$ cat config.mk
export PLATFORM = sky130hd
export DESIGN_NAME = bf16_fpu
export DESIGN_NICKNAME = d
export VERILOG_FILES = /design/src/hw/bf16_pkg.sv /design/src/hw/bf16_unit_if.sv /design/src/hw/bf16_add.sv /design/src/hw/bf16_fpu.sv /design/src/hw/bf16_mul.sv /design/src/hw/bf16_slt.sv
export SDC_FILE = /design/constraint.sdc
export NUM_CORES = 1
export LEC_CHECK = 0
export BUFFER_PORTS_ARGS = -buffer_cell sky130_fd_sc_hd__buf_4
export CAP_MARGIN = 0
export CORE_ASPECT_RATIO = 0.5
export CORE_UTILIZATION = 40
export DETAILED_ROUTE_END_ITERATION = 8
export GPL_TIMING_DRIVEN = 0
export SYNTH_ARGS = -nofsm -noshare
export SYNTH_HDL_FRONTEND = slang
export SYNTH_SLANG_ARGS = --single-unit
$ cat constraint.sdc
create_clock -name clk -period 4.55 [get_ports clk]
set_clock_uncertainty 0.1 [all_clocks]
set_input_delay 0.6825 -clock clk [delete_from_list [all_inputs] [get_ports clk]]
set_output_delay 0.6825 -clock clk [all_outputs]
set_load 0.02 [all_outputs]
$ cat src/hw/bf16_pkg.sv
package bf16_pkg;

	// field widths of the format
	localparam int bf16_exp_w = 8;
	localparam int bf16_man_w = 7;

	// exponent bias
	localparam int bf16_exp_bias = 127;
	// all-ones exponent, encodes infinity
	localparam int bf16_exp_max = 255;

	// sign, biased exponent, stored mantissa without the hidden bit
	typedef struct packed {
		logic sign;
		logic [bf16_exp_w-1:0] exp;
		logic [bf16_man_w-1:0] man;
	} bf16_t;

	// 1.0, the true result of slt
	localparam bf16_t bf16_one = 16'h3f80;

	// command opcodes
	typedef enum logic [1:0] {
		op_add,
		op_sub,
		op_slt,
		op_mul
	} fpu_op_e;

	// final packing step shared by the adder and the multiplier
	// e is the unbiased-plus-bias exponent, may be out of range
	function automatic bf16_t bf16_pack(
		input logic sign,
		input logic signed [9:0] e,
		input logic [bf16_man_w-1:0] man,
		input logic zero
	);
		bf16_t r;
		r.sign = sign;
		r.exp = e[bf16_exp_w-1:0];
		r.man = man;
		// zero and underflow both give +0
		if (zero || e <= 0)
			r = '0;
		// overflow saturates to infinity, sign kept
		else if (e >= bf16_exp_max)
		begin
			r.exp = bf16_exp_w'(bf16_exp_max);
			r.man = '0;
		end
		return r;
	endfunction

endpackage

$ cat src/hw/bf16_unit_if.sv
interface bf16_unit_if;
	import bf16_pkg::*;

	// command, from the dispatcher
	logic start;
	bf16_t a;
	bf16_t b;

	// status and result, from the unit
	logic ready;
	logic valid;
	bf16_t data;

	// dispatcher side
	modport disp (
		output start, a, b,
		input ready, valid, data
	);

	// execution unit side
	modport unit (
		input start, a, b,
		output ready, valid, data
	);

endinterface

$ cat src/hw/bf16_add.sv
module bf16_add (
	input logic clk,
	input logic arst_n,
	bf16_unit_if.unit u
);
	import bf16_pkg::*;

	// state tells which stage registers hold live data
	typedef enum logic [1:0] {
		st_idle,
		st_align,
		st_norm,
		st_pack
	} state_e;

	state_e state;
	logic accept;

	// stage one, combinational from the command
	logic [10:0] sig_a;
	logic [10:0] sig_b;
	logic a_big;
	logic [10:0] big_sig;
	logic [10:0] sml_sig;
	logic [7:0] big_exp;
	logic big_sign;
	logic [7:0] exp_diff;
	logic [3:0] shamt;
	logic [21:0] shifted;
	logic [10:0] sml_al;
	logic [11:0] sum;

	// aligned sum
	logic [11:0] s1_sum;
	logic [7:0] s1_exp;
	logic s1_sign;

	// normalized sum
	logic [3:0] lzc;
	logic [11:0] s2_sig;
	logic signed [9:0] s2_exp;
	logic s2_sign;
	logic s2_zero;

	assign accept = u.start && u.ready;

	always_comb
	begin
		// subnormals read as zero
		// three extra bits below the mantissa: guard, round, sticky
		sig_a = (u.a.exp == '0) ? '0 : {1'b1, u.a.man, 3'b000};
		sig_b = (u.b.exp == '0) ? '0 : {1'b1, u.b.man, 3'b000};
		// order by magnitude
		a_big = {u.a.exp, sig_a} >= {u.b.exp, sig_b};
		big_sig = a_big ? sig_a : sig_b;
		sml_sig = a_big ? sig_b : sig_a;
		big_exp = a_big ? u.a.exp : u.b.exp;
		big_sign = a_big ? u.a.sign : u.b.sign;
		exp_diff = a_big ? (u.a.exp - u.b.exp) : (u.b.exp - u.a.exp);
		// past 11 places the small operand is all sticky
		shamt = (exp_diff > 8'd11) ? 4'd11 : exp_diff[3:0];
		shifted = {sml_sig, 11'b0} >> shamt;
		// lost bits fold into the lsb
		sml_al = shifted[21:11] | {10'b0, |shifted[10:0]};
		// effective subtract on differing signs
		if (u.a.sign ^ u.b.sign)
			sum = {1'b0, big_sig} - {1'b0, sml_al};
		else
			sum = {1'b0, big_sig} + {1'b0, sml_al};
	end

	// leading zero count over the 12-bit sum, 12 when empty
	always_comb
	begin
		lzc = 4'd12;
		for (int i = 0; i < 12; i++)
		begin
			if (s1_sum[i])
				lzc = 4'(11 - i);
		end
	end

	// datapath registers
	always_ff @(posedge clk)
	begin
		if (accept)
		begin
			s1_sum <= sum;
			s1_exp <= big_exp;
			s1_sign <= big_sign;
		end
		if (state == st_align)
		begin
			// hidden bit ends up at bit 11
			s2_sig <= s1_sum << lzc;
			// carry out moves the exponent up by one
			s2_exp <= 10'(s1_exp) + 10'sd1 - 10'(lzc);
			s2_sign <= s1_sign;
			s2_zero <= (s1_sum == '0);
		end
	end

	always_ff @(posedge clk or negedge arst_n)
	begin
		if (!arst_n)
		begin
			state <= st_idle;
			u.ready <= 1'b1;
			u.valid <= 1'b0;
			u.data <= '0;
		end
		else
		begin
			case (state)
			st_idle:
			begin
				if (accept)
				begin
					state <= st_align;
					u.ready <= 1'b0;
				end
			end
			st_align:
			begin
				state <= st_norm;
			end
			st_norm:
			begin
				// truncate, flush, saturate
				u.data <= bf16_pack(s2_sign, s2_exp, s2_sig[10:4], s2_zero);
				u.valid <= 1'b1;
				state <= st_pack;
			end
			st_pack:
			begin
				// result on the bus for this one cycle
				u.valid <= 1'b0;
				u.ready <= 1'b1;
				state <= st_idle;
			end
			default:
			begin
				state <= st_idle;
			end
			endcase
		end
	end

endmodule

$ cat src/hw/bf16_fpu.sv
module bf16_fpu (
	input logic clk,
	input logic arst_n,
	input bf16_pkg::fpu_op_e op,
	input bf16_pkg::bf16_t a,
	input bf16_pkg::bf16_t b,
	input logic start,
	output logic ready,
	output logic valid,
	output bf16_pkg::bf16_t result
);
	import bf16_pkg::*;

	// one bundle per execution unit
	bf16_unit_if add_if ();
	bf16_unit_if mul_if ();
	bf16_unit_if slt_if ();

	// opcode of the command in flight
	fpu_op_e pend_op;
	logic accept;
	bf16_t b_neg;
	logic sel_valid;
	bf16_t sel_data;

	// all units idle
	assign ready = add_if.ready && mul_if.ready && slt_if.ready;
	assign accept = start && ready;

	// sub runs through the adder with b flipped
	assign b_neg = {~b.sign, b.exp, b.man};

	// only the addressed unit sees the strobe
	assign add_if.start = accept && (op == op_add || op == op_sub);
	assign mul_if.start = accept && (op == op_mul);
	assign slt_if.start = accept && (op == op_slt);

	assign add_if.a = a;
	assign add_if.b = (op == op_sub) ? b_neg : b;
	assign mul_if.a = a;
	assign mul_if.b = b;
	assign slt_if.a = a;
	assign slt_if.b = b;

	bf16_add u_add (
		.clk(clk),
		.arst_n(arst_n),
		.u(add_if)
	);

	bf16_mul u_mul (
		.clk(clk),
		.arst_n(arst_n),
		.u(mul_if)
	);

	bf16_slt u_slt (
		.clk(clk),
		.arst_n(arst_n),
		.u(slt_if)
	);

	always_ff @(posedge clk or negedge arst_n)
	begin
		if (!arst_n)
			pend_op <= op_add;
		else if (accept)
			pend_op <= op;
	end

	// result path picked by the pending opcode
	always_comb
	begin
		case (pend_op)
		op_add, op_sub:
		begin
			sel_valid = add_if.valid;
			sel_data = add_if.data;
		end
		op_mul:
		begin
			sel_valid = mul_if.valid;
			sel_data = mul_if.data;
		end
		op_slt:
		begin
			sel_valid = slt_if.valid;
			sel_data = slt_if.data;
		end
		default:
		begin
			sel_valid = 1'b0;
			sel_data = '0;
		end
		endcase
		valid = sel_valid;
		// zero outside the valid pulse
		result = sel_valid ? sel_data : bf16_t'(0);
	end

endmodule

$ cat src/hw/bf16_mul.sv
module bf16_mul (
	input logic clk,
	input logic arst_n,
	bf16_unit_if.unit u
);
	import bf16_pkg::*;

	logic accept;
	// stage one holds a product
	logic busy;

	// stage one, combinational from the command
	logic [15:0] prod;
	logic signed [9:0] p_exp;

	// stage one registers
	logic [15:0] s1_prod;
	logic signed [9:0] s1_exp;
	logic s1_sign;
	logic s1_zero;

	// stage two, combinational
	logic [6:0] n_man;
	logic signed [9:0] n_exp;

	assign accept = u.start && u.ready;

	always_comb
	begin
		// 8x8 significands, product in [1, 4)
		prod = {1'b1, u.a.man} * {1'b1, u.b.man};
		// biased sum, may leave the 8-bit range
		p_exp = 10'(u.a.exp) + 10'(u.b.exp) - 10'(bf16_exp_bias);
	end

	always_comb
	begin
		// product of two or more, one step right
		if (s1_prod[15])
		begin
			n_man = s1_prod[14:8];
			n_exp = s1_exp + 10'sd1;
		end
		else
		begin
			n_man = s1_prod[13:7];
			n_exp = s1_exp;
		end
	end

	always_ff @(posedge clk)
	begin
		if (accept)
		begin
			s1_prod <= prod;
			s1_exp <= p_exp;
			s1_sign <= u.a.sign ^ u.b.sign;
			// subnormal operands count as zero
			s1_zero <= (u.a.exp == '0) || (u.b.exp == '0);
		end
	end

	always_ff @(posedge clk or negedge arst_n)
	begin
		if (!arst_n)
		begin
			busy <= 1'b0;
			u.ready <= 1'b1;
			u.valid <= 1'b0;
			u.data <= '0;
		end
		else
		begin
			busy <= accept;
			u.valid <= busy;
			if (busy)
				u.data <= bf16_pack(s1_sign, n_exp, n_man, s1_zero);
			// back up one cycle after the valid pulse
			if (accept)
				u.ready <= 1'b0;
			else if (u.valid)
				u.ready <= 1'b1;
		end
	end

endmodule

$ cat src/hw/bf16_slt.sv
module bf16_slt (
	input logic clk,
	input logic arst_n,
	bf16_unit_if.unit u
);
	import bf16_pkg::*;

	logic accept;
	logic zero_a;
	logic zero_b;
	logic neg_a;
	logic neg_b;
	logic [14:0] mag_a;
	logic [14:0] mag_b;
	logic lt;

	assign accept = u.start && u.ready;

	always_comb
	begin
		// subnormals and -0 collapse to +0
		zero_a = (u.a.exp == '0);
		zero_b = (u.b.exp == '0);
		mag_a = zero_a ? '0 : {u.a.exp, u.a.man};
		mag_b = zero_b ? '0 : {u.b.exp, u.b.man};
		neg_a = !zero_a && u.a.sign;
		neg_b = !zero_b && u.b.sign;
		// mixed signs settle it, else compare magnitudes
		if (neg_a != neg_b)
			lt = neg_a;
		else if (neg_a)
			lt = mag_a > mag_b;
		else
			lt = mag_a < mag_b;
	end

	always_ff @(posedge clk or negedge arst_n)
	begin
		if (!arst_n)
		begin
			u.ready <= 1'b1;
			u.valid <= 1'b0;
			u.data <= '0;
		end
		else
		begin
			u.valid <= accept;
			if (accept)
			begin
				u.data <= lt ? bf16_one : bf16_t'(0);
				u.ready <= 1'b0;
			end
			else if (u.valid)
				u.ready <= 1'b1;
		end
	end

endmodule

# Word level (Yosys, flattened, before mapping)
# Index checks and enable logic that the tools add are counted.
dict set report classes {
  addsub 9
  n_mul 1
  order_cmp 8
  eq_ne 11
  n_shift 2
  muxes 47
  bitwise 4
  reduce_logical 31
}
# operator count
set ops {}
lappend ops {{$mux W15} 6}
lappend ops {{$pmux W16 S3} 1}
lappend ops {{$mux W11} 4}
lappend ops {{$mux W4} 9}
lappend ops {{$mux W16} 2}
lappend ops {{$logic_not A8 Y1} 3}
lappend ops {{$shr A22 B4 Y22} 1}
lappend ops {{$ge A10 B9 Y1 const B} 2}
lappend ops {{$le A10 B1 Y1 const B} 2}
lappend ops {{$ge A19 B19 Y1} 1}
lappend ops {{$mul A8 B8 Y16} 1}
lappend ops {{$mux W8} 2}
lappend ops {{$sub A8 B8 Y8} 2}
lappend ops {{$gt A15 B15 Y1} 1}
lappend ops {{$lt A15 B15 Y1} 1}
lappend ops {{$mux W14} 1}
lappend ops {{$add A11 B11 Y12} 1}
lappend ops {{$eq A2 B2 Y1 const B} 6}
lappend ops {{$logic_not A12 Y1} 1}
lappend ops {{$mux W12} 1}
lappend ops {{$mux W3} 4}
lappend ops {{$shl A12 B4 Y11} 1}
lappend ops {{$sub A11 B11 Y12} 1}
lappend ops {{$logic_and A1 B1 Y1} 11}
lappend ops {{26 further kinds} 48}
dict set report totals {
  regBits 131
  inputBits 37
  out_inout_bits 18
  elab_cells 142
}

# Longest topological paths before layout
# Gate-level depths: netlist (run 1).
dict set report depth {
  ltp_word 13
  ltp_mapped 31
  ltp_nobuf 28
}

# Modules after synthesis
# A second synthesis (run 1) with hierarchy kept.
dict set report unflattened {
  cells_unflattened 1339
  area_unflattened_um2 11549.8
}
# mod instances cells_each area_each_um2 seq_area_each_um2
set modules_own_cells {}
lappend modules_own_cells {bf16_add 1 740 6002.0 1702.9}
lappend modules_own_cells {bf16_mul 1 424 4250.3 1107.3}
lappend modules_own_cells {bf16_slt 1 101 747.0 76.3}
lappend modules_own_cells {bf16_fpu 1 74 550.5 50.0}

# Worst setup path before layout (run 1)
# No wires, ideal clock.
dict set report synth_timing {
  kind {in2reg}
  startpoint {input port a[8] in the netlist's numbering}
  endpoint {register u_add.s1_sum[10], data pin}
  setup_ns 0.261
  t_arrival_ns 6.042
  t_required_ns 4.189
  setup_slack_ns -1.853
  cell_stages 29
  path_buffers 2
  cell_sequence {nor4_1 -> nand2_1 -> buf_1 -> nand2_1 -> inv_1 -> ha_1 -> a21oi_1 -> a21oi_1 -> a211oi_1 -> o21a_1 -> buf_2 -> mux4_2 -> a21boi_0 -> a221oi_1 -> o21ai_0 -> o311a_1 -> nor2_1 -> inv_1 -> ha_1 -> nand2_1 -> o21ai_0 -> xnor2_1 -> ha_1 -> a21o_1 -> a21oi_1 -> nor2b_1 -> nor3_1 -> a2111oi_2 -> a311o_1}
}
dict set report synth_between {
  elab_chain_cells 11
  word_cells_on_any_way 16
  classes_between {add/sub (4); order compare (2); shift (1); mux (6); bitwise (1); reduce/logical (2)}
}
# item line
set synth_rtl {}
lappend synth_rtl {{start, declared} bf16_fpu.sv:5} ;# input bf16_pkg::bf16_t a,
lappend synth_rtl {{$logic_not A8 Y1} bf16_add.sv:51} ;# sig_a = (u.a.exp == '0) ? '0 : {1'b1, u.a.man, 3'b000};
lappend synth_rtl {{$mux W11} bf16_add.sv:51}
lappend synth_rtl {{$ge A19 B19 Y1} bf16_add.sv:54} ;# a_big = {u.a.exp, sig_a} >= {u.b.exp, sig_b};
lappend synth_rtl {{$mux W8} bf16_add.sv:59} ;# exp_diff = a_big ? (u.a.exp - u.b.exp) : (u.b.exp - u.a.exp);
lappend synth_rtl {{$gt A8 B4 Y1} bf16_add.sv:61} ;# shamt = (exp_diff > 8'd11) ? 4'd11 : exp_diff[3:0];
lappend synth_rtl {{$mux W4} bf16_add.sv:61}
lappend synth_rtl {{$shr A22 B4 Y22 (*)} bf16_add.sv:62} ;# shifted = {sml_sig, 11'b0} >> shamt;
lappend synth_rtl {{$reduce_or A11 Y1} bf16_add.sv:64} ;# sml_al = shifted[21:11] | {10'b0, |shifted[10:0]};
lappend synth_rtl {{$or A11 B1 Y11 (*)} bf16_add.sv:64}
lappend synth_rtl {{net u_add.sml_al[0]} bf16_add.sv:30} ;# logic [10:0] sml_al;
lappend synth_rtl {{$add A11 B11 Y12 / $sub A11 B11 Y12 (equally long branches)} {bf16_add.sv:69, bf16_add.sv:67}}
lappend synth_rtl {{$mux W12 (*)} bf16_add.sv:66} ;# if (u.a.sign ^ u.b.sign)
lappend synth_rtl {{net u_add.sum[10]} bf16_add.sv:31} ;# logic [11:0] sum;
lappend synth_rtl {{end signal, assigned} bf16_add.sv:88} ;# s1_sum <= sum;
lappend synth_rtl {{end, declared} bf16_add.sv:34} ;# logic [11:0] s1_sum;
# The timed path passes the listed nets; every way through them passes the cells marked *.
# A chain may end at the register's enable or synchronous reset.

# Worst setup path in the final report (run 1)
dict set report layout_timing {
  startpoint {input port a[13] in the netlist's numbering}
  endpoint {register u_add.s1_sum[10], data pin}
}
dict set report layout_between {
  elab_chain_cells 11
  word_cells_on_any_way 16
  classes_between {add/sub (4); order compare (2); shift (1); mux (6); bitwise (1); reduce/logical (2)}
}
# item line
set layout_rtl {}
lappend layout_rtl {{$logic_not A8 Y1} bf16_add.sv:51}
lappend layout_rtl {{$mux W11} bf16_add.sv:51}
lappend layout_rtl {{$ge A19 B19 Y1} bf16_add.sv:54}
lappend layout_rtl {{$mux W8} bf16_add.sv:59}
lappend layout_rtl {{$gt A8 B4 Y1} bf16_add.sv:61}
lappend layout_rtl {{$mux W4} bf16_add.sv:61}
lappend layout_rtl {{$shr A22 B4 Y22} bf16_add.sv:62}
lappend layout_rtl {{$reduce_or A11 Y1} bf16_add.sv:64}
lappend layout_rtl {{$or A11 B1 Y11} bf16_add.sv:64}
lappend layout_rtl {{$add A11 B11 Y12 / $sub A11 B11 Y12 (equally long branches)} {bf16_add.sv:69, bf16_add.sv:67}}
lappend layout_rtl {{$mux W12 (*)} bf16_add.sv:66}
lappend layout_rtl {{net u_add.sum[10]} bf16_add.sv:31}
# Marked as above.

==> results.json, run 1 <==
{
  "htree_levels": 3,
  "critPathMaxStageDelay_ns": 0.46,
  "cp_data_required_time_ns": 4.54,
  "drc": 0,
  "antenna_cells": 0,
  "crit_top_cell": "buf_4",
  "min_period_ns": 6.01,
  "synth_edf_count": 61,
  "worst_ep_arrival_time_ns": 6.00,
  "power_leakage_nw": 5.47,
  "worst_hold_slack_ns": 0.223,
  "rsz0062_at_grt": "yes",
  "drv_cap": 0,
  "relSlewSlack_pct": 14.9,
  "synthDistinctLibCells": 75,
  "antenna_found_initial": 0,
  "grt_pass1_wl_um": 45700,
  "ys_warn_count": 0,
  "critPathLaunch": "a[13]",
  "syn2layout_area_growth_pct": 25.7,
  "drt-pass1-iter-count": 4,
  "cts_sinks": 105,
  "num_rows": 40,
  "slew_viol_final": 0,
  "synthesis.nets": 1306,
  "critical_path.endpoint_type": "flip-flop",
  "async_flop_share_pct": 41.9,
  "worstMarginPinSlew_ns": 1.27,
  "start_kind": "input pin",
  "ir_drop_uv": 236,
  "setup_ws_ns": -1.46,
  "hpwl_um": 21400,
  "die_w_um": 227,
  "routed_wl_um": 28400,
  "dieArea_um2": 26000,
  "cp_max_fo": 7,
  "layout_commonest_cell": "inv_1",
  "synthFlopType": "edfxtp_1",
  "num_vias": 8836,
  "synth_seq_cells": 105,
  "initial_core_util_pct": 41.5,
  "io_buffers": 53,
  "fin_cells": 1607,
  "crit_type": "in -> reg",
  "grtUsageTotal_pct": 22.2,
  "dp.cells": 1526,
  "ios": 55,
  "path_clk_slew_ns": 0.07,
  "ys_seq_area_share_pct": 29.0,
  "status": "complete, but fails checks",
  "grt_overflow": 0,
  "clockBufferDepth": 2,
  "tritoncts": "built",
  "cts_hold_buffers": 0,
  "drt_iter0_markers": 564,
  "cts_root_buf": "clkbuf_16",
  "gp_congestion": 0.880,
  "violations": "negative setup slack",
  "syn_avg_cell_area_um2": 8.93,
  "grt_max_degree": 45,
  "power_density_nw_per_um2": 369,
  "drive_above_1_share_pct": 24.1,
  "hold_class": "in -> async",
  "syn_inst": 1136,
  "grt_pass1_vias": 8649,
  "finalCritPeriodShare_pct": 132,
  "worstReg2RegStart": "u_add.s1_sum[0]",
  "core_um2": 24400,
  "die_h_um": 115,
  "syn_area_um2": 10100,
  "routedWlPerCell_um": 17.7,
  "hold_viol": 0,
  "via_per_inst": 5.50,
  "nNetsFinal": 1436,
  "finalSetupViolations": 14,
  "clock_latency_ns": 0.35,
  "crit_slowest_cell": "or4_4",
  "layout_common_cells": "inv_1 (108), buf_4 (103), nor2_1 (82)",
  "ant_nets": 0,
  "fmax_mhz": 166,
  "cts_buffers": 9
}
[cells by family (layout without fill, tap and decap cells)]
| group | Yosys count | count (layout) | share of synthesized area, % |
|---|---|---|---|
| AND/OR/NAND/NOR | 343 | 343 | 16.7 |
| multiplexers | 35 | 35 | 4.32 |
| AO/OA/AOI/OAI | 285 | 285 | 18.6 |
| buffers and inverters | 168 | 303 | 6.29 |
| flip-flops | 105 | 105 | 29.0 |
| XOR/XNOR | 67 | 67 | 5.86 |
| adder cells (fa/ha/maj) | 133 | 133 | 19.3 |
[registers in the layout (all words and copies together), names as in the netlist, 2 cells and up]
| name | flops |
|---|---|
| pend_op | 2 |
| u_add.s2_sig | 7 |
| u_mul.s1_exp | 10 |
| u_add.s1_exp | 8 |
| u_add.u.data | 16 |
| u_add.state | 2 |
| u_add.s2_exp | 10 |
| u_add.s1_sum | 12 |
| u_mul.u.data | 16 |
| u_mul.s1_prod | 9 |
[report_power, final]
part	internal [mW]	total, mW	leakage [nW]	switching [mW]
clock	0.391	0.741	0.137	0.350
sequential	1.33	1.46	1.13	0.134
combinational	1.09	2.50	4.20	1.40
total	2.81	4.70	5.47	1.89
[per-stage QoR]
stage	total power [mW]	setup TNS, ns	utilization (%)	setup slack [ns]	instance area, um^2
4_1_cts	4.58	-11.51	50.6	-1.41	12400
6_report	4.70	-12.40	52.2	-1.46	12700
2_1_floorplan	2.97	-10.46	-	-1.39	10400
5_1_grt	5.02	-15.01	52.2	-1.71	12700
3_3_place_gp	3.55	-22.88	45.9	-2.36	11200
3_5_place_dp	3.60	-23.59	46.0	-2.44	11200
[what timing repair did]
item / CTS / global route
resized for setup: 107 / 57
setup buffers: 48 / 17
endpoints found under the setup margin: 16 / 15
pin swaps: 69 / 20
cloned: 1 / 0
[path summary, 6_finish.rpt]
path	endpoint	slack [ns]	depth (start not counted)
worst min-delay path	u_add.u.data[11]	0.22	1
worst max-delay path	u_add.s1_sum[10]	-1.46	31
max in group asynchronous	u_mul.u.data[15]	3.74	1
worst min register to register	u_mul.u.data[15]	0.38	1
min in group clk	u_mul.u.data[15]	0.38	1
worst max register to register	u_add.s2_exp[7]	0.69	12
[metal layers]
layer | routed length, um | part of all wire, % | up-vias | GRT usage (%)
met4 | 573 | 2.0 | 0 | 6.40
met3 | 1350 | 4.8 | 48 | 2.26
met1 | 13900 | 49 | 4271 | 32.4
li1 | - | - | 4301 | -
met2 | 12500 | 44 | 216 | 34.7
met5 | 0 | 0 | - | 0
[synth_stat cells, types with 28 or more instances]
master	number	share of area (%)
inv_1	121	4.5
edfxtp_1	61	18
clkbuf_1	36	1.3
dfrtp_1	41	10
xnor2_1	36	3.1
xor2_1	30	2.6
a21oi_1	60	3.0
fa_1	39	7.7
o21ai_0	75	3.7
nand2_1	91	3.4
nor2_1	91	3.4
and2_1	36	2.2
ha_1	94	12
nand3_1	28	1.4
[area by class of cell]
cell class,instances,area (um^2)
Inverter,123,464
Buffer,45,260
Multi-Input combinational cell,863,7370
Tap cell,336,420
Clock inverter,5,37.5
Fill cell,2254,11700
Timing Repair Buffer,119,1010
Clock buffer,11,243
Sequential cell,105,2940
[worst max-delay path, delay by kind of cell]
kind | cells | cell delay [ns]
XOR/XNOR | 1 | 0.15
buffers and inverters | 9 | 1.25
AO/OA/AOI/OAI | 7 | 1.21
AND/OR/NAND/NOR | 10 | 1.80
multiplexers | 1 | 0.11
adder cells (fa/ha/maj) | 3 | 0.77
Power figures use the tool's default switching activity.
==> inputs of run 2 (changes only) <==
--- a/config.mk
+++ b/config.mk
@@ -5,6 +5,7 @@
 export SDC_FILE = /design/constraint.sdc
 export NUM_CORES = 1
 export LEC_CHECK = 0
+export ABC_AREA = 1
 export BUFFER_PORTS_ARGS = -buffer_cell sky130_fd_sc_hd__buf_4
 export CAP_MARGIN = 0
 export CORE_ASPECT_RATIO = 0.5
==> constraint.sdc (replaced) <==
create_clock -name clk -period 5.95 [get_ports clk]
set_clock_uncertainty 0.1 [all_clocks]
set_input_delay 0.8925 -clock clk [delete_from_list [all_inputs] [get_ports clk]]
set_output_delay 0.8925 -clock clk [all_outputs]
set_load 0.02 [all_outputs]
==> results.json, run 2 <==
{
  "critical_path.endpoint_type": "flip-flop",
  "synthDistinctLibCells": 56,
  "slew_viol_final": 0,
  "rsz0062_at_grt": "yes",
  "drc": 0,
  "grt_pass1_vias": 8860,
  "antenna_cells": 0,
  "min_period_ns": 5.96,
  "ys_warn_count": 0,
  "worstReg2RegStart": "u_add.s1_sum[0]",
  "reg.largest.list": "u_add.u.data (16), u_mul.u.data (16), u_add.s1_sum (12)",
  "routedWlPerCell_um": 14.9,
  "syn_avg_cell_area_um2": 7.39,
  "die_w_um": 232,
  "dieArea_um2": 27100,
  "hold_viol": 0,
  "cp_data_required_time_ns": 5.95,
  "reg2reg_depth": 11,
  "hold_end": "u_mul.u.valid",
  "cts_hold_buffers": 0,
  "gp_congestion": 0.905,
  "finalSetupViolations": 1,
  "worstMarginPinSlew_ns": 1.01,
  "met3WireLength_um": 990,
  "status": "complete, but fails checks",
  "synthesis.nets": 1601,
  "nNetsFinal": 1704,
  "cts_buffers": 9,
  "dp.cells": 1831,
  "ios": 55,
  "layout_commonest_cell": "nand2_1",
  "async_flop_share_pct": 41.9,
  "grt_pass1_wl_um": 44900,
  "relSlewSlack_pct": 32.1,
  "grt_overflow": 0,
  "antenna_found_initial": 1,
  "synth_seq_cells": 105,
  "syn_area_um2": 10600,
  "crit_slowest_cell": "ha_4",
  "critPathMaxStageDelay_ns": 0.30,
  "hold_class": "reg -> reg",
  "initial_core_util_pct": 41.4,
  "die_h_um": 117,
  "dpl_cell_area_um2": 11400,
  "crit_top_cell": "nand2_1",
  "grtUsageTotal_pct": 21.0,
  "critPathLaunch": "b[7]",
  "wl_met2_um": 12500,
  "power_leakage_nw": 6.33,
  "drt-pass1-iter-count": 7,
  "cp_max_fo": 8,
  "regToRegEndpoint": "u_add.s2_exp[7]",
  "synthTopCellsByCount": "nand2_1 (315), inv_1 (289), nor2_1 (100)",
  "clockBufferDepth": 2,
  "yosys-top-cells-area": "edfxtp_1 (17%), nand2_1 (11%), ha_1 (11%)",
  "ys_seq_area_share_pct": 27.8,
  "syn_inst": 1431,
  "synth.largest_area_cell": "edfxtp_1",
  "ir_drop_uv": 152,
  "grt_max_degree": 45,
  "crit_type": "in -> reg",
  "num_rows": 41,
  "cts_root_buf": "clkbuf_16",
  "routed_wl_um": 28000,
  "routed.top_layer": "met4",
  "via_per_inst": 4.98,
  "start_kind": "input pin",
  "synthFlopType": "edfxtp_1",
  "htree_levels": 3,
  "core_um2": 25500,
  "fmax_mhz": 168,
  "drv_cap": 0,
  "r2r_slack_ns": 2.59,
  "path_clk_slew_ns": 0.07,
  "power_density_nw_per_um2": 292,
  "final_area_um2": 12600,
  "met1_length_um": 14100,
  "num_vias": 9376,
  "synth_top_cell_area_share_pct": 17.3,
  "synth_edf_count": 61,
  "hpwl_um": 22300,
  "hold_depth": 0,
  "fin_cells": 1883,
  "worst_ep_arrival_time_ns": 5.96,
  "setup_ws_ns": -0.0105,
  "synth_most_common_cell": "nand2_1",
  "finalCritPeriodShare_pct": 100,
  "cts_sinks": 105,
  "io_buffers": 54,
  "syn2layout_area_growth_pct": 18.7,
  "clock_latency_ns": 0.35,
  "violations": "negative setup slack",
  "drt_iter0_markers": 684,
  "min_from": "u_mul.busy",
  "tritoncts": "built",
  "ant_nets": 0,
  "layout_common_cells": "nand2_1 (299), inv_1 (260), nor2_1 (88)",
  "drive_above_1_share_pct": 18.2
}
==> run 2: cell count changes after synthesis, moves of 20 or more <==
cell and delta:
and2_1 -34, inv_1 +168, nand2_1 +224, nand3_1 +54
o22ai_1 +29, xnor2_1 -20
==> run 2: what timing repair did <==
item | in CTS | in global routing
gates cloned | 3 | 1
setup endpoints to repair | 8 | 7
buffers inserted | 20 | 17
pin swaps | 25 | 55
gates resized for setup | 43 | 109
==> run 2: per-stage QoR <==
| stage | hold slack [ns] | utilization, % | setup slack [ns] | total power, mW | TNS, ns |
|---|---|---|---|---|---|
| final | 0.284 | 49.1 | -0.0105 | 3.67 | -0.0105 |
| after detailed placement | 0.275 | 44.8 | -1.35 | 2.95 | -8.41 |
| after global placement | 0.260 | 44.7 | -1.30 | 2.89 | -7.83 |
| after CTS | 0.290 | 47.2 | 0.00240 | 3.60 | 0 |
| after floorplan | 0.252 | - | 0.131 | 2.37 | 0 |
| after global routing | 0.311 | 49.1 | -0.339 | 3.97 | -0.697 |
==> run 2: layout make-up <==
cell class	instances	area [um^2]
clock buffer	13	283
fill	2454	13000
timing repair buffer	95	791
tap	344	430
inverter	305	1190
buffer	42	238
clock inverter	3	18.8
multi-input combinational	976	6660
sequential	105	2940
==> run 2: worst max path at each step <==
stage / end / slack, ns / depth (start not counted)
6_report: u_add.s1_sum[11] / -0.01 / 47
5_1_grt: u_add.s1_sum[11] / -0.34 / 46
4_1_cts: u_add.s1_sum[11] / 0.002 / 44
3_5_place_dp: u_add.s1_sum[11] / -1.35 / 46
3_3_place_gp: u_add.s1_sum[11] / -1.30 / 44
2_1_floorplan: u_add.s1_sum[11] / 0.13 / 43
==> run 2: critical path, delay by kind of cell <==
kind | cells | cell delay [ns]
compound gates | 1 | 0.13
xor+xnor | 1 | 0.20
fa+ha+maj | 3 | 0.71
buf+inv | 12 | 1.09
simple gates | 30 | 2.92
==> run 2: where the power goes <==
group	internal (mW)	switching, mW
logic	0.709	1.24
clock network	0.335	0.253
registers	1.04	0.0860
==> run 2: logic make-up after synthesis <==
kind of cell | count (synthesis) | synth area share (%)
AO/OA/AOI/OAI | 192 | 10.7
AND/OR/NAND/NOR | 591 | 24.8
buffers and inverters | 352 | 13.3
XOR/XNOR | 58 | 4.88
adder cells (fa/ha/maj) | 133 | 18.5
flip-flops | 105 | 27.8
==> run 2: metal layers <==
layer / global-route usage [%] / up-vias
li1: - / 4765
met1: 30.0 / 4385
met2: 34.2 / 193
met3: 2.01 / 33
met4: 5.96 / 0
met5: 0 / -
